## src/hazard_ctrl_settings.svh

```systemverilog
`ifndef HAZARD_CTRL_SETTINGS_SVH
`define HAZARD_CTRL_SETTINGS_SVH

// completion buffer sizing
// depth must stay a power of two so the tag pointers wrap on their own
`define CB_DEPTH 8

// tag width, log2 of the depth
`define CB_TAG_W 3

// architectural integer registers of rv32
`define NUM_REGS 32

`endif

```

## src/ooo_core_pkg.sv

```systemverilog
package ooo_core_pkg;

  // functional unit selected by decode
  typedef enum logic [1:0] {
    ARITH_S,
    MUL_S,
    DIV_S,
    LOADSTORE_S
  } fu_type_t;

  // exception cause reported at writeback
  // none means the instruction retires normally
  typedef enum logic [3:0] {
    none,
    mal_insn,
    fault_insn,
    illegal_insn,
    mal_l,
    mal_s,
    fault_l,
    fault_s,
    breakpoint,
    env_m
  } exc_cause_t;

  // one reorder slot
  typedef struct packed {
    logic       valid;
    logic       done;
    logic [4:0] rd;
    logic       wen;
    logic [31:0] pc;
    exc_cause_t cause;
  } cb_entry_t;

endpackage

```

## src/hazard_if.sv

```systemverilog
interface hazard_if;

  // decode stage operands
  logic [4:0] rs1;
  logic [4:0] rs2;
  logic [4:0] rd;
  logic       wen;
  // operand source selects, 0 and 1 read the register file
  logic [1:0] source_a_sel;
  logic [1:0] source_b_sel;

  // pending lookups from the scoreboard
  logic rs1_busy;
  logic rs2_busy;
  logic rd_busy;

  // decode instruction accepted this cycle
  logic dispatch;

  modport scoreboard (
    input  rs1, rs2, rd, wen, dispatch,
    output rs1_busy, rs2_busy, rd_busy
  );

  modport hazard_unit (
    input  wen, source_a_sel, source_b_sel, rs1_busy, rs2_busy, rd_busy,
    output dispatch
  );

  modport top (
    output rs1, rs2, rd, wen, source_a_sel, source_b_sel
  );

endinterface

```

## src/completion_if.sv

```systemverilog
interface completion_if;
  import ooo_core_pkg::*;

  // precise flush from an excepting head
  logic        flush;
  logic [31:0] epc;
  exc_cause_t  cause;
  // occupancy
  logic        full;
  logic        empty;
  // in-order retire
  logic        commit_valid;
  logic [4:0]  commit_rd;
  // allocation request from the hazard unit
  logic        dispatch;

  modport cb (
    input  dispatch,
    output flush, epc, cause, full, empty, commit_valid, commit_rd
  );

  modport hu (
    input  flush, cause, full, empty,
    output dispatch
  );

endinterface

```

## src/reg_scoreboard.sv

```systemverilog
`include "hazard_ctrl_settings.svh"

module reg_scoreboard (
  input  logic       CLK,
  input  logic       arst_n,
  hazard_if.scoreboard hz,
  input  logic       commit_valid,
  input  logic [4:0] commit_rd,
  input  logic       flush
);

  // one bit per register, high while a result is outstanding
  logic [`NUM_REGS-1:0] pending;
  logic [`NUM_REGS-1:0] pending_nxt;

  // lookups for the decode operands
  assign hz.rs1_busy = pending[hz.rs1];
  assign hz.rs2_busy = pending[hz.rs2];
  assign hz.rd_busy  = pending[hz.rd];

  always_comb begin
    pending_nxt = pending;
    // retire first so a new writer of the same register wins
    if (commit_valid) begin
      pending_nxt[commit_rd] = 1'b0;
    end
    // x0 is hardwired, never wait on it
    if (hz.dispatch && hz.wen && (hz.rd != 5'd0)) begin
      pending_nxt[hz.rd] = 1'b1;
    end
    // precise exception drops every in-flight writer
    if (flush) begin
      pending_nxt = '0;
    end
  end

  always_ff @(posedge CLK or negedge arst_n) begin
    if (!arst_n) begin
      pending <= '0;
    end else begin
      pending <= pending_nxt;
    end
  end

  a_x0_never_pending: assert property (@(posedge CLK) disable iff (!arst_n)
    !pending[0])
    else $error("x0 marked pending");

  // the buffer only retires a register that this block saw dispatched
  a_commit_was_pending: assert property (@(posedge CLK) disable iff (!arst_n)
    (commit_valid && (commit_rd != 5'd0)) |-> pending[commit_rd])
    else $error("commit of register %0d with no pending write", commit_rd);

endmodule

```

## src/completion_buffer.sv

```systemverilog
`include "hazard_ctrl_settings.svh"

module completion_buffer (
  input  logic                     CLK,
  input  logic                     arst_n,
  completion_if.cb                 cb,
  input  logic [4:0]               rd,
  input  logic                     wen,
  input  logic [31:0]              pc_fe,
  input  logic                     wb_valid,
  input  logic [`CB_TAG_W-1:0]     wb_tag,
  input  ooo_core_pkg::exc_cause_t wb_cause,
  output logic [`CB_TAG_W-1:0]     issue_tag
);
  import ooo_core_pkg::*;

  cb_entry_t q [`CB_DEPTH];

  // head retires, tail allocates
  logic [`CB_TAG_W-1:0] head;
  logic [`CB_TAG_W-1:0] tail;
  // one extra bit to tell full from empty
  logic [`CB_TAG_W:0]   count;

  cb_entry_t head_e;
  logic      head_exc;

  assign head_e   = q[head];
  assign head_exc = head_e.valid & head_e.done & (head_e.cause != none);

  // retire only clean completions
  assign cb.commit_valid = head_e.valid & head_e.done & (head_e.cause == none);
  // non-writers retire as x0 so they never clear another writer's bit
  assign cb.commit_rd    = head_e.wen ? head_e.rd : 5'd0;

  // excepting head, flush in the same cycle
  assign cb.flush = head_exc;
  assign cb.epc   = head_e.pc;
  assign cb.cause = head_exc ? head_e.cause : none;

  assign cb.full  = (count == `CB_DEPTH);
  assign cb.empty = (count == '0);

  // tag handed out with the dispatch
  assign issue_tag = tail;

  always_ff @(posedge CLK or negedge arst_n) begin
    if (!arst_n) begin
      head  <= '0;
      tail  <= '0;
      count <= '0;
      for (int i = 0; i < `CB_DEPTH; i++) begin
        q[i] <= '0;
      end
    end else if (head_exc) begin
      // drop everything, younger entries included
      head  <= '0;
      tail  <= '0;
      count <= '0;
      for (int i = 0; i < `CB_DEPTH; i++) begin
        q[i].valid <= 1'b0;
        q[i].done  <= 1'b0;
      end
    end else begin
      // writeback can land in any order
      if (wb_valid) begin
        q[wb_tag].done  <= 1'b1;
        q[wb_tag].cause <= wb_cause;
      end
      if (cb.dispatch) begin
        q[tail] <= '{valid: 1'b1, done: 1'b0, rd: rd, wen: wen, pc: pc_fe, cause: none};
        tail    <= tail + 1'b1;
      end
      if (cb.commit_valid) begin
        q[head].valid <= 1'b0;
        q[head].done  <= 1'b0;
        head          <= head + 1'b1;
      end
      case ({cb.dispatch, cb.commit_valid})
        2'b10:   count <= count + 1'b1;
        2'b01:   count <= count - 1'b1;
        default: count <= count;
      endcase
    end
  end

  // the hazard unit must hold decode while full
  a_no_dispatch_full: assert property (@(posedge CLK) disable iff (!arst_n)
    cb.dispatch |-> !cb.full)
    else $error("dispatch into a full completion buffer");

  a_wb_to_valid: assert property (@(posedge CLK) disable iff (!arst_n)
    (wb_valid && !head_exc) |-> q[wb_tag].valid)
    else $error("writeback to unallocated tag %0d", wb_tag);

endmodule

```

## src/ooo_hazard_unit.sv

```systemverilog
module ooo_hazard_unit (
  hazard_if.hazard_unit   hz,
  completion_if.hu        cb,
  input  logic            dec_valid,
  input  ooo_core_pkg::fu_type_t fu_type,
  input  logic            csr,
  input  logic            ifence,
  input  logic            busy_du,
  input  logic            busy_ls,
  input  logic            i_mem_busy,
  input  logic            mispredict,
  input  logic            intr_req,
  input  logic            insert_pc,
  output logic            pc_en,
  output logic            stall_fetch_decode,
  output logic            fetch_decode_flush,
  output logic            decode_execute_flush,
  output logic            execute_commit_flush,
  output logic            npc_sel,
  output logic            pipe_clear,
  output logic            intr_taken,
  output logic            wb_enable
);
  import ooo_core_pkg::*;

  logic rs1_hz;
  logic rs2_hz;
  logic rd_hz;
  logic data_hazard;
  logic structural_hazard;
  logic store;
  logic serial_wait;
  logic intr;
  logic stall_au;
  logic stall_ex;
  logic csr_flush;
  logic update_pc_wait_ihit;

  // selects 2 and 3 are imm/pc, no register read
  assign rs1_hz = (hz.source_a_sel <= 2'd1) & hz.rs1_busy;
  assign rs2_hz = (hz.source_b_sel <= 2'd1) & hz.rs2_busy;
  // waw, one writer per register at a time
  assign rd_hz  = hz.rd_busy & hz.wen;

  assign data_hazard = dec_valid & (rs1_hz | rs2_hz | rd_hz);

  // single divider and single load/store port
  assign structural_hazard = dec_valid &
                             (((fu_type == DIV_S) & busy_du) |
                              ((fu_type == LOADSTORE_S) & busy_ls));

  // store decodes with source a select 1
  assign store       = (fu_type == LOADSTORE_S) & (hz.source_a_sel == 2'd1);
  // stores and ifence drain the buffer first
  assign serial_wait = dec_valid & (store | ifence) & ~cb.empty;

  // no interrupt on top of a precise exception
  assign intr       = intr_req & (cb.cause == none);
  assign intr_taken = intr & cb.empty;

  // csr serializes through the arithmetic unit
  assign stall_au  = csr;
  assign csr_flush = csr;

  // older exception outranks a younger mispredict
  assign npc_sel = mispredict & ~cb.flush;

  // redirect has to wait for the outstanding fetch
  assign update_pc_wait_ihit = (npc_sel | csr_flush | insert_pc | intr_taken) & i_mem_busy;
  assign stall_ex            = cb.full | update_pc_wait_ihit;

  assign stall_fetch_decode = intr | stall_au | stall_ex | data_hazard |
                              structural_hazard | serial_wait;

  assign hz.dispatch = dec_valid & ~stall_fetch_decode;
  assign cb.dispatch = hz.dispatch;

  always_comb begin
    // fetch stalls for imem as well as decode
    pc_en = ~(i_mem_busy | stall_fetch_decode);
    assert (!(pc_en && data_hazard))
      else $error("pc advanced over a data hazard");
  end

  // flush levels
  assign fetch_decode_flush   = npc_sel | insert_pc | csr_flush | cb.flush;
  // held off while a fetch is still in flight
  assign decode_execute_flush = (npc_sel | insert_pc | cb.flush) & ~i_mem_busy;
  assign execute_commit_flush = csr_flush | cb.flush;

  // privilege block notifications
  assign pipe_clear = intr ? (cb.empty & ~i_mem_busy) : (cb.flush & ~i_mem_busy);
  assign wb_enable  = ~stall_fetch_decode & ~npc_sel;

endmodule

```

## src/hazard_ctrl_top.sv

```systemverilog
`include "hazard_ctrl_settings.svh"

module hazard_ctrl_top (
  input  logic                     CLK,
  input  logic                     arst_n,
  // decode
  input  logic                     dec_valid,
  input  logic [4:0]               rs1,
  input  logic [4:0]               rs2,
  input  logic [4:0]               rd,
  input  logic                     wen,
  input  logic [1:0]               source_a_sel,
  input  logic [1:0]               source_b_sel,
  input  ooo_core_pkg::fu_type_t   fu_type,
  input  logic                     csr,
  input  logic                     ifence,
  input  logic [31:0]              pc_fe,
  // writeback
  input  logic                     wb_valid,
  input  logic [`CB_TAG_W-1:0]     wb_tag,
  input  ooo_core_pkg::exc_cause_t wb_cause,
  // busy levels
  input  logic                     busy_du,
  input  logic                     busy_ls,
  input  logic                     i_mem_busy,
  // control flow and privilege
  input  logic                     mispredict,
  input  logic                     intr_req,
  input  logic                     insert_pc,
  output logic                     pc_en,
  output logic                     stall_fetch_decode,
  output logic                     fetch_decode_flush,
  output logic                     decode_execute_flush,
  output logic                     execute_commit_flush,
  output logic                     npc_sel,
  output logic                     pipe_clear,
  output logic                     intr_taken,
  output logic                     wb_enable,
  output logic [`CB_TAG_W-1:0]     issue_tag,
  output logic                     commit_valid,
  output logic [4:0]               commit_rd,
  output logic                     cb_flush,
  output logic [31:0]              epc
);

  hazard_if     hz_if ();
  completion_if cb_if ();

  // decode operands onto the hazard bus
  assign hz_if.rs1          = rs1;
  assign hz_if.rs2          = rs2;
  assign hz_if.rd           = rd;
  assign hz_if.wen          = wen;
  assign hz_if.source_a_sel = source_a_sel;
  assign hz_if.source_b_sel = source_b_sel;

  // retire side out to the core
  assign commit_valid = cb_if.commit_valid;
  assign commit_rd    = cb_if.commit_rd;
  assign cb_flush     = cb_if.flush;
  assign epc          = cb_if.epc;

  reg_scoreboard u_scoreboard (
    .CLK          (CLK),
    .arst_n       (arst_n),
    .hz           (hz_if.scoreboard),
    .commit_valid (cb_if.commit_valid),
    .commit_rd    (cb_if.commit_rd),
    .flush        (cb_if.flush)
  );

  completion_buffer u_completion_buffer (
    .CLK       (CLK),
    .arst_n    (arst_n),
    .cb        (cb_if.cb),
    .rd        (rd),
    .wen       (wen),
    .pc_fe     (pc_fe),
    .wb_valid  (wb_valid),
    .wb_tag    (wb_tag),
    .wb_cause  (wb_cause),
    .issue_tag (issue_tag)
  );

  ooo_hazard_unit u_hazard_unit (
    .hz                   (hz_if.hazard_unit),
    .cb                   (cb_if.hu),
    .dec_valid            (dec_valid),
    .fu_type              (fu_type),
    .csr                  (csr),
    .ifence               (ifence),
    .busy_du              (busy_du),
    .busy_ls              (busy_ls),
    .i_mem_busy           (i_mem_busy),
    .mispredict           (mispredict),
    .intr_req             (intr_req),
    .insert_pc            (insert_pc),
    .pc_en                (pc_en),
    .stall_fetch_decode   (stall_fetch_decode),
    .fetch_decode_flush   (fetch_decode_flush),
    .decode_execute_flush (decode_execute_flush),
    .execute_commit_flush (execute_commit_flush),
    .npc_sel              (npc_sel),
    .pipe_clear           (pipe_clear),
    .intr_taken           (intr_taken),
    .wb_enable            (wb_enable)
  );

endmodule

```

## config.mk

```make
export PLATFORM = sky130hd
export DESIGN_NAME = hazard_ctrl_top
export DESIGN_NICKNAME = d
export VERILOG_FILES = /design/src/ooo_core_pkg.sv /design/src/hazard_if.sv /design/src/completion_if.sv /design/src/reg_scoreboard.sv /design/src/completion_buffer.sv /design/src/ooo_hazard_unit.sv /design/src/hazard_ctrl_top.sv
export VERILOG_INCLUDE_DIRS = /design/src
export SDC_FILE = /design/constraint.sdc
export NUM_CORES = 1
export LEC_CHECK = 0
export BUFFER_PORTS_ARGS = -buffer_cell sky130_fd_sc_hd__buf_2
export CAP_MARGIN = 30
export CORE_MARGIN = 2
export CORE_UTILIZATION = 43
export CTS_CLUSTER_DIAMETER = 60
export DETAILED_ROUTE_END_ITERATION = 10
export GPL_TIMING_DRIVEN = 0
export PLACE_DENSITY = 0.57
export SLEW_MARGIN = 10
export SYNTH_ARGS = -nofsm -noshare
export SYNTH_HDL_FRONTEND = slang
export SYNTH_SLANG_ARGS = --single-unit
```

## constraint.sdc

```tcl
create_clock -name CLK -period 4.1 [get_ports CLK]
set_clock_uncertainty 0.05 [all_clocks]
set_input_delay 0.615 -clock CLK [delete_from_list [all_inputs] [get_ports CLK]]
set_output_delay 0.615 -clock CLK [all_outputs]
set_load 0.005 [all_outputs]
```

==> flow_summary.toml <==
[run_status]
status = "complete, no violations"

[drt]
drc = 0
postRouteAntennaNets = 0
routed_wl_um = 52300
wl_per_cell_um = 23.4
drt_iter0_drc = 833
dr.pass1.iters = 5
routed_via_density = 5.70
vias = 12722

[clock_network]
root_buffer = "clkbuf_16"
cts_buffers = 45
cts_hold_buffers = 0
cts_tree = "yes"
clock_sinks = 394
clk_latency_ps = 570
clk_pin_slew_ps = 60
htree_levels = 2
cts_buffer_depth = 3
post-cts-setup-buffers = 0

[yosys]
syn_nets = 1501
ys_ff_latch = 394
synth_flop_cell = "dfrtp_1"
ys_seq_area_frac = 0.489
avgSynthCellArea_um2 = 14.2
synth-edff-count = 0
synth_cell_type_count = 67
yosysWarnings = 0
synthArstFlopShare = 1.00
synthCells = 1422
netlist_area_mm2 = 0.0202

[critical_path]
worst_ep_arrival_time_ps = 4380
crit_fanout = 11
critPathKind = "reg2reg"
worstSetupStartpointType = "flop"
reg2reg_setup_slack_ps = 170
endpoint_kind = "flop"
crit_slowest_cell = "mux4_2"
path_cells = "mux4_2 > mux2_2 > a211oi_2 > o311a_1 > buf_2 > nand2_2 > buf_2 > ha_1 > ha_1 > a31o_2 > a21oi_1 > o21ai_0 > xor2_1 > nor2_1"
required_ps = 4550
critPathMaxStageDelay_ps = 490

[global_routing]
grt_pass1_vias = 13604
grt_start_max_net_pins = 110
grt.total_usage = 0.223
grt_overflow = 0
grt_first_pass_wirelength_um = 82600
antenna_found_initial = 5

[hold_path]
hold_path.class = "in2async"

[die]
die_x_um = 221
pin_count = 124
core_mm2 = 0.0465
dieArea_mm2 = 0.0487
die_h_um = 221
start_util = 0.434
fp-row-count = 79

[sta]
rsz0062_at_grt = "false"
setup_violations = 0
holdWs_ps = 67.2
fin_crit_sh = 0.959
slew_viol_final = 0
fmax_mhz = 254
finalHoldViolations = 0
tightest_slew_ps = 1010
max_slew_margin = 0.325
tns_ps = 0
fin_crit_ps = 3930

[pwr]
p_leak_uw = 0.0115
vdd_drop_max_uv = 307
p_per_area_mw_per_mm2 = 548

[finish]
drive_gt1_frac = 0.371
areaGrowthSynthToFinish_pct = 15.3
design_area_mm2 = 0.0233
stdcell_count = 2233
mostFrequentLayoutCells = "394 x dfrtp_1, 216 x mux2_4, 137 x nand2_1"
layout_commonest_cell = "dfrtp_1"
fin_nets = 1669

[placement]
dp_cells = 2151
placed_area_mm2 = 0.0217
port_buffers = 115
dpl.hpwl_um = 35000
gp_congestion = 0.881

[run]
max_cap_viol_count = 0
stage by stage:
step	total power (µW)	util	worst slack, ps
after CTS	12900	0.500	2.36
after global placement	8510	0.463	-5450
after global routing	13400	0.500	5.30
after detailed placement	8650	0.466	-808
after floorplan	7360	-	152
final	12700	0.500	168
path summary, 6_finish.rpt:
check                                                    from                                  endpoint  cells past startpoint
setup / recovery           u_scoreboard.pending[15]$_DFF_PN0_  u_completion_buffer.count[3]$_DFFE_PN0P_                     14
hold / removal                                         arst_n                asynchronous set/reset pin                      1
setup reg to reg           u_scoreboard.pending[15]$_DFF_PN0_  u_completion_buffer.count[3]$_DFFE_PN0P_                     14
hold reg to reg                                          flop                                      flop                      1
max in group asynchronous                              arst_n                asynchronous set/reset pin                      3
min in group CLK                                     pc_fe[5]                                      flop                      2
cells by family (layout without fill, tap and decap cells):
kind of cell	after synthesis	after routing	share of synthesized area
AO/OA/AOI/OAI	139	139	0.0509
XOR/XNOR	4	4	0.00174
adder cells (fa/ha/maj)	6	6	0.00372
buffers and inverters	111	314	0.0321
flip-flops	394	394	0.489
multiplexers	462	462	0.348
other	0	1	0
AND/OR/NAND/NOR	306	306	0.0750
synth_stat cells, types with 14 or more instances:
cell type / count / area [µm²]
o41ai_1: 25 / 219
mux2i_1: 35 / 350
o21ai_0: 24 / 120
buf_2: 25 / 125
mux4_2: 93 / 2090
and2_1: 26 / 163
nor2_1: 41 / 154
nand2_1: 138 / 518
buf_6: 26 / 293
mux2_4: 216 / 3240
or4_1: 14 / 105
mux2_1: 108 / 1220
dfrtp_1: 394 / 9860
nor3_1: 15 / 75.1
clkbuf_1: 35 / 131
o211ai_1: 31 / 233
layer usage:
metal,vias to the layer above,part of all wire,global-route usage
met5,-,0.00076,0
met4,8,0.023,0.0611
met3,92,0.046,0.0362
met2,297,0.48,0.362
met1,6692,0.45,0.312
li1,5633,-,-
area by class of cell:
type / instances / area (µm²)
Inverter: 11 / 46.3
Buffer: 98 / 644
Fill cell: 4044 / 23200
Clock buffer: 63 / 1340
Sequential cell: 394 / 9860
Clock inverter: 19 / 189
Multi-Input combinational cell: 917 / 9670
Tap cell: 607 / 759
Timing Repair Buffer: 123 / 744
Antenna cell: 1 / 2.50
what timing repair did:
action,in CTS,in global routing
endpoints found under the setup margin,42,21
pin swaps,0,0
gates resized for setup,16,22
endpoints found under the hold margin,0,0
power by group:
| group | internal, µW | switching, µW |
|---|---|---|
| clock | 2470 | 1670 |
| combinational | 1740 | 1850 |
| sequential | 4540 | 480 |
worst max-delay path, delay by kind of cell (launching register included):
family          cells  cell delay (ps)
compound gates      5             1010
xor+xnor            1              150
fa+ha+maj           2              620
buf+inv             2              510
flops               1              450
mux                 2              780
simple gates        2              290
Power figures use the tool's default switching activity.
